File: src/alu_pkg.sv
package alu_pkg;

	// Operand and result widths
	localparam int data_w = 32;
	localparam int result_w = 2 * data_w;

	// Iteration cycles of the multiply/divide unit
	localparam int muldiv_cycles = 32;

	typedef logic [4:0] op_t;

	// Memory access and immediate forms
	localparam op_t op_load = 5'b00000;
	localparam op_t op_loadi = 5'b00001;
	localparam op_t op_store = 5'b00010;

	// Register arithmetic
	localparam op_t op_add = 5'b00011;
	localparam op_t op_sub = 5'b00100;
	localparam op_t op_shr = 5'b00101;
	localparam op_t op_shl = 5'b00110;
	localparam op_t op_ror = 5'b00111;
	localparam op_t op_rol = 5'b01000;
	localparam op_t op_and = 5'b01001;
	localparam op_t op_or = 5'b01010;

	localparam op_t op_addi = 5'b01011;
	localparam op_t op_andi = 5'b01100;
	localparam op_t op_ori = 5'b01101;

	localparam op_t op_mul = 5'b01110;
	localparam op_t op_div = 5'b01111;

	// Unary forms work on operand b
	localparam op_t op_neg = 5'b10000;
	localparam op_t op_not = 5'b10001;

	localparam op_t op_branch = 5'b10010;

	localparam op_t op_mfhi = 5'b10111;
	localparam op_t op_mflo = 5'b11000;

	localparam op_t op_nop = 5'b11001;
	localparam op_t op_halt = 5'b11010;

	// Kind of result handed from the simple unit to the merge
	localparam logic [1:0] kind_normal = 2'd0;
	localparam logic [1:0] kind_mfhi = 2'd1;
	localparam logic [1:0] kind_mflo = 2'd2;
	localparam logic [1:0] kind_none = 2'd3;

endpackage

File: src/alu_simple_unit.sv
module alu_simple_unit
	import alu_pkg::*;
#(
	parameter int width = data_w
) (
	input  logic             clk,
	input  logic             rst_n,
	input  logic             simple_valid,
	input  op_t              opcode,
	input  logic [width-1:0] a,
	input  logic [width-1:0] b,
	input  logic             branch_flag,
	output logic             simple_done,
	output logic [width-1:0] simple_result,
	output logic [1:0]       simple_kind
);

	localparam int sh_w = $clog2(width);

	logic [sh_w-1:0]    amt;
	logic [width-1:0]   sum;
	logic [width-1:0]   diff;
	logic [2*width-1:0] ror_ext;
	logic [2*width-1:0] rol_ext;
	logic [width-1:0]   res_d;
	logic [1:0]         kind_d;

	// Shift and rotate amounts wrap at the word size
	assign amt = b[sh_w-1:0];

	assign sum = a + b;
	assign diff = a - b;

	// Rotates come out of a doubled copy of the operand
	assign ror_ext = {a, a} >> amt;
	assign rol_ext = {a, a} << amt;

	always_comb begin
		res_d = '0;
		kind_d = kind_normal;
		case (opcode)
			op_add: begin
				res_d = sum;
			end
			op_sub: begin
				res_d = diff;
			end
			op_shr: begin
				res_d = a >> amt;
			end
			op_shl: begin
				res_d = a << amt;
			end
			op_ror: begin
				res_d = ror_ext[width-1:0];
			end
			op_rol: begin
				res_d = rol_ext[2*width-1:width];
			end
			op_and, op_andi: begin
				res_d = a & b;
			end
			op_or, op_ori: begin
				res_d = a | b;
			end
			op_neg: begin
				res_d = -b;
			end
			op_not: begin
				res_d = ~b;
			end
			// Effective address add
			op_load, op_loadi, op_store, op_addi: begin
				res_d = sum;
			end
			op_branch: begin
				if (branch_flag) begin
					res_d = sum;
				end else begin
					res_d = a;
				end
			end
			op_mfhi: begin
				kind_d = kind_mfhi;
			end
			op_mflo: begin
				kind_d = kind_mflo;
			end
			op_nop, op_halt: begin
				kind_d = kind_none;
			end
			default: begin
				res_d = '0;
			end
		endcase
	end

	always_ff @(posedge clk or negedge rst_n) begin
		if (!rst_n) begin
			simple_done <= 1'b0;
		end else begin
			simple_done <= simple_valid;
		end
	end

	always_ff @(posedge clk) begin
		if (simple_valid) begin
			simple_result <= res_d;
			simple_kind <= kind_d;
		end
	end

	// Multiply and divide belong to the multi-cycle unit
	a_no_muldiv_op: assert property (
		@(posedge clk) disable iff (!rst_n)
		simple_valid |-> (opcode != op_mul) && (opcode != op_div)
	);

endmodule

File: src/alu_muldiv_unit.sv
module alu_muldiv_unit
	import alu_pkg::*;
#(
	parameter int width = data_w
) (
	input  logic             clk,
	input  logic             rst_n,
	input  logic             start,
	input  logic             is_div,
	input  logic [width-1:0] a,
	input  logic [width-1:0] b,
	output logic             md_done,
	output logic [width-1:0] md_hi,
	output logic [width-1:0] md_lo,
	output logic             running
);

	localparam int cnt_w = $clog2(muldiv_cycles + 1);

	logic [cnt_w-1:0]   cnt;
	logic               fix_q;
	logic               step_en;

	logic [width-1:0]   ua;
	logic [width-1:0]   ub;

	// acc is the upper product half or the partial remainder
	logic [width-1:0]   acc;
	logic [width-1:0]   lo_r;
	logic [width-1:0]   m;
	logic [width-1:0]   dvd;
	logic               div_q;
	logic               neg_res;
	logic               neg_rem;
	logic               div_zero;

	logic [width:0]     add_sum;
	logic [width:0]     shifted;
	logic [width:0]     trial;
	logic [2*width-1:0] prod;
	logic [2*width-1:0] prod_fix;

	assign ua = a[width-1] ? -a : a;
	assign ub = b[width-1] ? -b : b;

	// Narrow operands finish early and idle until the fixed latency ends
	assign step_en = int'(cnt) < width;

	assign add_sum = {1'b0, acc} + {1'b0, m};
	assign shifted = {acc, lo_r[width-1]};
	assign trial = shifted - {1'b0, m};

	always_ff @(posedge clk or negedge rst_n) begin
		if (!rst_n) begin
			running <= 1'b0;
			fix_q <= 1'b0;
			cnt <= '0;
		end else if (start && !running) begin
			running <= 1'b1;
			fix_q <= 1'b0;
			cnt <= '0;
		end else if (running) begin
			if (fix_q) begin
				running <= 1'b0;
				fix_q <= 1'b0;
			end else begin
				cnt <= cnt + 1'b1;
				if (cnt == cnt_w'(muldiv_cycles - 1)) begin
					fix_q <= 1'b1;
				end
			end
		end
	end

	always_ff @(posedge clk) begin
		if (start && !running) begin
			acc <= '0;
			lo_r <= ua;
			m <= ub;
			dvd <= a;
			div_q <= is_div;
			neg_res <= a[width-1] ^ b[width-1];
			neg_rem <= a[width-1];
			div_zero <= (b == '0);
		end else if (running && !fix_q && step_en) begin
			if (div_q) begin
				// Restoring step, keep the shifted remainder on a borrow
				if (!trial[width]) begin
					acc <= trial[width-1:0];
					lo_r <= {lo_r[width-2:0], 1'b1};
				end else begin
					acc <= shifted[width-1:0];
					lo_r <= {lo_r[width-2:0], 1'b0};
				end
			end else if (lo_r[0]) begin
				{acc, lo_r} <= {add_sum, lo_r[width-1:1]};
			end else begin
				{acc, lo_r} <= {1'b0, acc, lo_r[width-1:1]};
			end
		end
	end

	assign prod = {acc, lo_r};
	assign prod_fix = neg_res ? -prod : prod;

	// Sign fix happens in the last cycle of the operation
	always_comb begin
		if (div_q) begin
			if (div_zero) begin
				md_lo = '1;
				md_hi = dvd;
			end else begin
				md_lo = neg_res ? -lo_r : lo_r;
				md_hi = neg_rem ? -acc : acc;
			end
		end else begin
			{md_hi, md_lo} = prod_fix;
		end
	end

	assign md_done = fix_q;

	a_no_start_while_running: assert property (
		@(posedge clk) disable iff (!rst_n)
		running |-> !start
	);

	// Remainder magnitude stays below the divisor magnitude
	a_rem_below_divisor: assert property (
		@(posedge clk) disable iff (!rst_n)
		(md_done && div_q && !div_zero) |-> (acc < m)
	);

endmodule

File: src/alu_result_merge.sv
module alu_result_merge
	import alu_pkg::*;
#(
	parameter int width = data_w
) (
	input  logic                clk,
	input  logic                rst_n,
	input  logic                simple_done,
	input  logic [width-1:0]    simple_result,
	input  logic [1:0]          simple_kind,
	input  logic                md_done,
	input  logic [width-1:0]    md_hi,
	input  logic [width-1:0]    md_lo,
	input  logic                running,
	output logic                result_valid,
	output logic [result_w-1:0] result,
	output logic                busy,
	output logic                pending
);

	logic [width-1:0] hi_q;
	logic [width-1:0] lo_q;
	logic             md_valid_q;
	logic             simple_out;

	// halt and nop produce no result
	assign simple_out = simple_done && (simple_kind != kind_none);

	always_ff @(posedge clk or negedge rst_n) begin
		if (!rst_n) begin
			result_valid <= 1'b0;
			md_valid_q <= 1'b0;
			hi_q <= '0;
			lo_q <= '0;
		end else begin
			result_valid <= md_done | simple_out;
			md_valid_q <= md_done;
			if (md_done) begin
				hi_q <= md_hi;
				lo_q <= md_lo;
			end
		end
	end

	always_ff @(posedge clk) begin
		if (md_done) begin
			result <= result_w'({md_hi, md_lo});
		end else if (simple_done) begin
			case (simple_kind)
				kind_mfhi: result <= result_w'(hi_q);
				kind_mflo: result <= result_w'(lo_q);
				default:   result <= result_w'(simple_result);
			endcase
		end
	end

	// Busy stretches over the cycle that carries the multiply/divide result
	assign busy = running | md_valid_q;

	// A single-cycle result sits in the merge stage
	assign pending = simple_done;

	a_no_result_collision: assert property (
		@(posedge clk) disable iff (!rst_n)
		!(simple_done && md_done)
	);

endmodule

File: src/alu_core.sv
module alu_core
	import alu_pkg::*;
#(
	parameter int width = data_w
) (
	input  logic                clk,
	input  logic                rst_n,
	input  logic                op_valid,
	input  op_t                 opcode,
	input  logic [width-1:0]    a,
	input  logic [width-1:0]    b,
	input  logic                branch_flag,
	output logic                result_valid,
	output logic [result_w-1:0] result,
	output logic                busy
);

	logic             accept;
	logic             is_md;
	logic             md_start;
	logic             simple_valid;
	logic             pending;
	logic             simple_done;
	logic [width-1:0] simple_result;
	logic [1:0]       simple_kind;
	logic             md_done;
	logic [width-1:0] md_hi;
	logic [width-1:0] md_lo;
	logic             muldiv_running;

	assign accept = op_valid & ~busy;
	assign is_md = (opcode == op_mul) || (opcode == op_div);

	// Multiply/divide waits until no single-cycle op is left in flight
	assign md_start = accept & is_md & ~pending;
	assign simple_valid = accept & ~is_md;

	alu_simple_unit #(
		.width (width)
	) u_simple (
		.clk           (clk),
		.rst_n         (rst_n),
		.simple_valid  (simple_valid),
		.opcode        (opcode),
		.a             (a),
		.b             (b),
		.branch_flag   (branch_flag),
		.simple_done   (simple_done),
		.simple_result (simple_result),
		.simple_kind   (simple_kind)
	);

	alu_muldiv_unit #(
		.width (width)
	) u_muldiv (
		.clk     (clk),
		.rst_n   (rst_n),
		.start   (md_start),
		.is_div  (opcode == op_div),
		.a       (a),
		.b       (b),
		.md_done (md_done),
		.md_hi   (md_hi),
		.md_lo   (md_lo),
		.running (muldiv_running)
	);

	alu_result_merge #(
		.width (width)
	) u_merge (
		.clk           (clk),
		.rst_n         (rst_n),
		.simple_done   (simple_done),
		.simple_result (simple_result),
		.simple_kind   (simple_kind),
		.md_done       (md_done),
		.md_hi         (md_hi),
		.md_lo         (md_lo),
		.running       (muldiv_running),
		.result_valid  (result_valid),
		.result        (result),
		.busy          (busy),
		.pending       (pending)
	);

endmodule

File: config.mk
export PLATFORM = sky130hd
export DESIGN_NAME = alu_core
export DESIGN_NICKNAME = d
export VERILOG_FILES = /design/src/alu_pkg.sv /design/src/alu_simple_unit.sv /design/src/alu_muldiv_unit.sv /design/src/alu_result_merge.sv /design/src/alu_core.sv
export SDC_FILE = /design/constraint.sdc
export NUM_CORES = 2
export LEC_CHECK = 0
export CORE_MARGIN = 4
export CORE_UTILIZATION = 60
export DETAILED_ROUTE_END_ITERATION = 8
export DONT_BUFFER_PORTS = 1
export HOLD_SLACK_MARGIN = 0.15
export PLACE_DENSITY = 0.8
export SLEW_MARGIN = 20
export SYNTH_ARGS = -nofsm -noshare
export SYNTH_HDL_FRONTEND = slang
export SYNTH_SLANG_ARGS = --single-unit
File: constraint.sdc
create_clock -name clk -period 4.4 [get_ports clk]
set_clock_uncertainty 0.2 [all_clocks]
set_input_delay 1.32 -clock clk [delete_from_list [all_inputs] [get_ports clk]]
set_output_delay 1.32 -clock clk [all_outputs]
set_load 0.03 [all_outputs]
## After elaboration in Yosys (flattened, before gate mapping)

Cells that the tools add are included.

- Bits in registers: 305
- Input port bits: 73
- Output and inout bits: 66
- Word-level logic and storage cells: 125

- $add $sub $neg: 10
- $lt $le $gt $ge: 1
- Equal/unequal tests: 27
- Shift-type cells: 4
- Mux-type cells: 33
- Bitwise logic cells: 13
- Reductions and logical operators: 17

Operator list:

| operator | number |
|---|---|
| $mux W32 | 15 |
| $pmux W32 S11 | 1 |
| $mux W64 | 3 |
| $neg A32 Y32 | 4 |
| $neg A64 Y64 | 1 |
| $pmux W32 S2 | 1 |
| $shl A64 B5 Y64 | 1 |
| $shr A64 B5 Y32 | 1 |
| $eq A5 B4 Y1 const B | 8 |
| $eq A5 B5 Y1 const B | 7 |
| $add A32 B32 Y33 | 1 |
| $sub A33 B32 Y33 | 1 |
| $add A32 B32 Y32 | 1 |
| $and A32 B32 Y32 | 1 |
| $logic_not A32 Y1 | 1 |
| $not A32 Y32 | 1 |
| $or A32 B32 Y32 | 1 |
| $shl A32 B5 Y32 | 1 |
| $shr A32 B5 Y32 | 1 |
| $sub A32 B32 Y32 | 1 |
| $mux W31 | 1 |
| $eq A5 B3 Y1 const B | 4 |
| $mux W6 | 3 |
| $eq A5 B2 Y1 const B | 2 |
| other kinds (21) | 43 |

## Logic depth before layout (Yosys ltp)

- Depth after elaboration: 8
- Gate-level depth with buffers: 17
- Mapped depth without buffers: 14

## Modules after synthesis

Synthesis repeated with hierarchy kept, for this count alone.

- Cell total of the unflattened synthesis: 3,627
- Area, all modules: 30,087.6 um^2

Modules (own cells, without submodules):

| module | instances | cells each | area an instance (um^2) | seq. area each (um^2) |
|---|---|---|---|---|
| alu_muldiv_unit | 1 | 1,696 | 13,464.2 | 3,813.7 |
| alu_simple_unit | 1 | 1,500 | 11,035.6 | 1,046.0 |
| alu_result_merge | 1 | 427 | 5,550.3 | 3,573.4 |
| alu_core | 1 | 4 | 37.5 | 0.0 |

## Worst setup path after synthesis

Ideal clock, no wire load.

- Path kind: input -> register
- From: input port b[3]
- To: register u_simple.simple_result[25], data pin
- Setup time: 0.269 ns
- Arrival: 5.010 ns
- Data required time: 3.931 ns
- Setup slack: -1.079 ns
- Stages on the path: 15
- Path buffers: 5
- Cell sequence: clkbuf_1 > inv_2 > buf_1 > clkbuf_1 > clkbuf_1 > ha_1 > clkbuf_1 > o21ai_0 > nand3_1 > a311o_1 > o41ai_1 > a21oi_1 > o21ba_2 > a221oi_1 > o21ai_0

- Word-level cells in the longest chain between the ends: 3
- Elaborated cells between the ends (all ways): 9
- Classes of those cells: add/sub: 3; shift: 4; mux: 2

RTL lines:

| what | line | source |
|---|---|---|
| start: declaration | alu_core.sv:11 | `input logic [width-1:0] b,` |
| $add A32 B32 Y32 | alu_simple_unit.sv:31 | `assign sum = a + b;` |
| $mux W32 | alu_simple_unit.sv:77 | `if (branch_flag) begin` |
| $pmux W32 S11 * | alu_simple_unit.sv:41 | `case (opcode)` |
| named net u_simple.res_d[25] | alu_simple_unit.sv:25 | `logic [width-1:0] res_d;` |
| end signal: assignment | alu_simple_unit.sv:108 | `simple_result <= res_d;` |
| end: declaration | alu_simple_unit.sv:14 | `output logic [width-1:0] simple_result,` |

Mark *: on every way through the listed nets, which the timed path passes. The rest lies on a longest branch.
A chain may end at the register's enable or synchronous reset.

## Worst setup path in the final report

- From: register u_muldiv.lo_r[23]
- To: register u_merge.result[54], data pin

- Word-level cells in the longest chain between the ends: 4

RTL lines:

| what | line | source |
|---|---|---|
| start: declaration | alu_muldiv_unit.sv:29 | `logic [width-1:0] lo_r;` |
| start signal: assignment | alu_muldiv_unit.sv:78 | `lo_r <= ua;` |
| start signal: assignment | alu_muldiv_unit.sv:90 | `lo_r <= {lo_r[width-2:0], 1'b1};` |
| start signal: assignment | alu_muldiv_unit.sv:93 | `lo_r <= {lo_r[width-2:0], 1'b0};` |
| $neg A64 Y64 | alu_muldiv_unit.sv:104 | `assign prod_fix = neg_res ? -prod : prod;` |
| $mux W64 | alu_muldiv_unit.sv:104 |  |
| $mux W32 | alu_muldiv_unit.sv:108 | `if (div_q) begin` |
| $mux W64 | alu_result_merge.sv:46 | `if (md_done) begin` |
| end signal: assignment | alu_result_merge.sv:47 | `result <= result_w'({md_hi, md_lo});` |
| end signal: assignment | alu_result_merge.sv:50 | `kind_mfhi: result <= result_w'(hi_q);` |
| end signal: assignment | alu_result_merge.sv:51 | `kind_mflo: result <= result_w'(lo_q);` |
| end: declaration | alu_result_merge.sv:16 | `output logic [result_w-1:0] result,` |

Every way passes these cells.

==> key figures <==
Status
  • Status: finished with violations
  • Failing checks: design-rule violations, negative setup slack

Drt
  • Routed vias: 31910
  • Routed len/inst: 30.95 um
  • Wl on met1: 43.90 mm
  • Via density: 7.337
  • Routed wire length on met2: 55.94 mm
  • Highest Signal Layer: met5
  • WL final: 134.6 mm
  • Residual DRC: 25
  • Drt first pass iters: 9
  • Iteration-0 DRC Markers: 5503
  • Number of routed nets with antenna violations: 0
  • Routed length on met3: 20.08 mm

Setup path
  • CP max stage delay: 700 ps
  • Crit. End Element: flip-flop
  • Reg-to-reg critical path endpoint: u_merge.result[54]
  • R2R Setup Slk: -8 ps
  • Crit path arrival time: 4460 ps
  • WP buf/inv: 1
  • Most used cell, CP: or4_1
  • Crit start category: flip-flop
  • Critical path type: reg -> reg
  • Reg2Reg Launch Point: u_muldiv.lo_r[23]
  • CP max stage cell: a211oi_1
  • CP required: 4460 ps
  • Crit-path cells: or4_1 > or4_1 > or4_1 > or4_1 > buf_4 > nand2_2 > nand2_1 > a211oi_1
  • Family with the most delay on the worst path: simple AND/OR/NAND/NOR gates
  • Reg2reg path depth: 8
  • Largest fanout on the critical path: 8

Global routing
  • Tot GR Track Use: 0.4919
  • Largest net degree at the start of global routing: 142
  • Initial antenna violation count: 12
  • First-pass GRT wire length: 196.2 mm
  • Vias in the first global route: 30190
  • GRT overflow: 0

Cells and area
  • Share of layout cells above drive strength 1: 0.1317
  • Multi-input logic area: 19630 um2
  • Most common cell after layout, fill and taps aside: nor2_1
  • Post-layout util: 0.6738
  • Register area: 8434 um2
  • Fill cells: 3882
  • # nets final: 3894
  • Post-route cell area: 32850 um2
  • Non-filler cells, final: 4349
  • Layout area overhead: 11.32%
  • Commonest cells after routing, fill and taps aside: nor2_1, nand2_1, a21oi_1

Logic synthesis
  • Warnings, synthesis: 0
  • Synth cell types: 84
  • Post-synth EDFFs: 197
  • Ys async rst share: 0.2467
  • Mapped Nets: 3855
  • Largest cells by area after synthesis: edfxtp_1, ha_1, dfrtp_1
  • Cells after Synth: 3610
  • Top cell type's share of synthesized area: 0.2005
  • Synth Flop Type: edfxtp_1
  • Synth Register Bits: 304
  • Post-synthesis sequential area ratio: 0.2858
  • Post-synthesis instance area: 29510 um2
  • Post-Syn Area per Cell: 8.174 um2
  • Cell taking the most area after synthesis: edfxtp_1

Placed design
  • Cell Area, Placed: 31670 um2
  • IO buf count: 0
  • Dpl cells: 4276
  • DP HPWL: 99.48 mm
  • Final RePlAce weighted congestion: 1.067

Clocking
  • Num Clock Sinks: 304
  • Post-CTS Setup Inserts: 0
  • CTS HTree Levels: 2
  • Clk slew on worst S/H paths: 60 ps
  • Later-pin clock latency in the skew report: 570 ps
  • CTS buffer count: 35
  • CTS tree: built
  • CTS root buf: clkbuf_16
  • Clk buf depth: 3

STA
  • Max-slew headroom: 0.2842
  • Final WS setup: -8.443 ps
  • Fin Setup TNS: -8.443 ps
  • Fin crit share: 1.002
  • Tmin final: 4408 ps
  • RSZ-0062 raised after global routing: no
  • Worst slew pin tran: 1074 ps
  • Slew Viols, Final: 0
  • Max Fclk: 226.8 MHz
  • Final Hold Vio Count: 0
  • Setup violations, final: 1

Pwr
  • Power Dens Cells: 485.3 nW/um2
  • Leakage power: 13.09 nW
  • Max VDD drop: 0.3892 mV
  • Total power: 15.94 mW

Die
  • Die ar.: 52790 um2
  • IO Pins: 139
  • Die width: 229.8 um
  • Core area: 48750 um2
  • Initial core utilization: 0.6053
  • Std cell rows: 81
  • Die Y: 229.8 um

Job
  • Max-Cap Viols: 0

Worst hold path
  • Hold crit path type: in -> async
through the flow:
stage                     hold slack, ps  worst slack [ps]
after global routing               238.7            0.1177
after CTS                          242.1             44.50
after global placement             260.9            -460.7
after detailed placement           269.6            -429.0
after floorplan                    192.8            -156.0
final                              252.0            -8.443
layer usage:
metal / global-route usage / vias up
li1: - / 13360
met1: 0.5692 / 14900
met2: 0.7433 / 2798
met3: 0.1783 / 838
met4: 0.3788 / 10
met5: 0 / -
cells in the mapped netlist (25+ instances only):
cell type	instances
a211oi_1	92
a21o_1	66
a21oi_1	314
a221oi_1	26
a22oi_1	40
buf_1	29
clkbuf_1	236
dfrtp_1	75
dfxtp_1	32
edfxtp_1	197
ha_1	168
inv_1	155
mux2i_1	116
mux4_2	67
nand2_1	327
nand2b_1	44
nand3_1	53
nor2_1	423
nor2b_1	34
nor3_1	54
nor4_1	25
o211ai_1	39
o21a_1	44
o21ai_0	293
o21bai_1	26
o221ai_1	34
o22ai_1	38
o31ai_1	33
or3_1	36
xnor2_1	146
xor2_1	56
cells by family (layout without fill, tap and decap cells):
group           Yosys count  count (layout)  share of synthesized area
buf+inv                 434             500                    0.05593
simple gates           1103            1103                     0.1689
flops                   304             304                     0.2858
other cells               0               9                          0
mux                     195             195                    0.09507
compound gates         1200            1200                     0.2604
fa+ha+maj               172             172                    0.07395
xor+xnor                202             202                    0.05996
area by class of cell:
| cell class | count | share of cell area |
|---|---|---|
| multi-input cells | 2872 | 0.5977 |
| flip-flops and latches | 304 | 0.2568 |
| repair buffers | 279 | 0.06643 |
| clock buffers | 45 | 0.02811 |
| well taps | 664 | 0.02529 |
| inverters | 157 | 0.01867 |
| clock inverters | 19 | 0.006285 |
| diodes | 9 | 0.0006857 |
power by group:
part	internal, mW	leakage, nW	switching (mW)
clock	1.64	0.533	1.32
combinational	3.09	9.61	4.56
sequential	4.08	2.94	1.25
total	8.80	13.1	7.14
worst max path at each step:
stage / endpoint / slack (ps) / depth (start not counted) / start
2_1_floorplan: u_simple.simple_result[16] / -160 / 15 / b[0]
3_3_place_gp: u_simple.simple_result[25] / -460 / 13 / b[1]
3_5_place_dp: u_simple.simple_result[25] / -430 / 13 / b[1]
4_1_cts: u_merge.hi_q[18] / 40 / 11 / u_muldiv.lo_r[23]
5_1_grt: u_simple.simple_result[24] / 0.1 / 13 / b[0]
6_report: u_merge.result[54] / -8 / 8 / u_muldiv.lo_r[23]
flip-flops by register name (all words and copies together) (netlist names), 2 cells and up:
register	flops
u_merge.lo_q	32
u_muldiv.m	32
u_merge.hi_q	32
u_muldiv.cnt	6
u_simple.simple_kind	2
u_merge.result	64
u_muldiv.dvd	31
u_muldiv.acc	32
u_muldiv.lo_r	32
u_simple.simple_result	32
what timing repair did:
| item | in CTS | in global routing |
|---|---|---|
| endpoints found under the hold margin | 0 | 0 |
| hold buffers | 0 | 0 |
| gates resized for setup | 0 | 2 |
| setup endpoints to repair | 0 | 3 |
No activity file was read; power rests on OpenSTA's default activity.
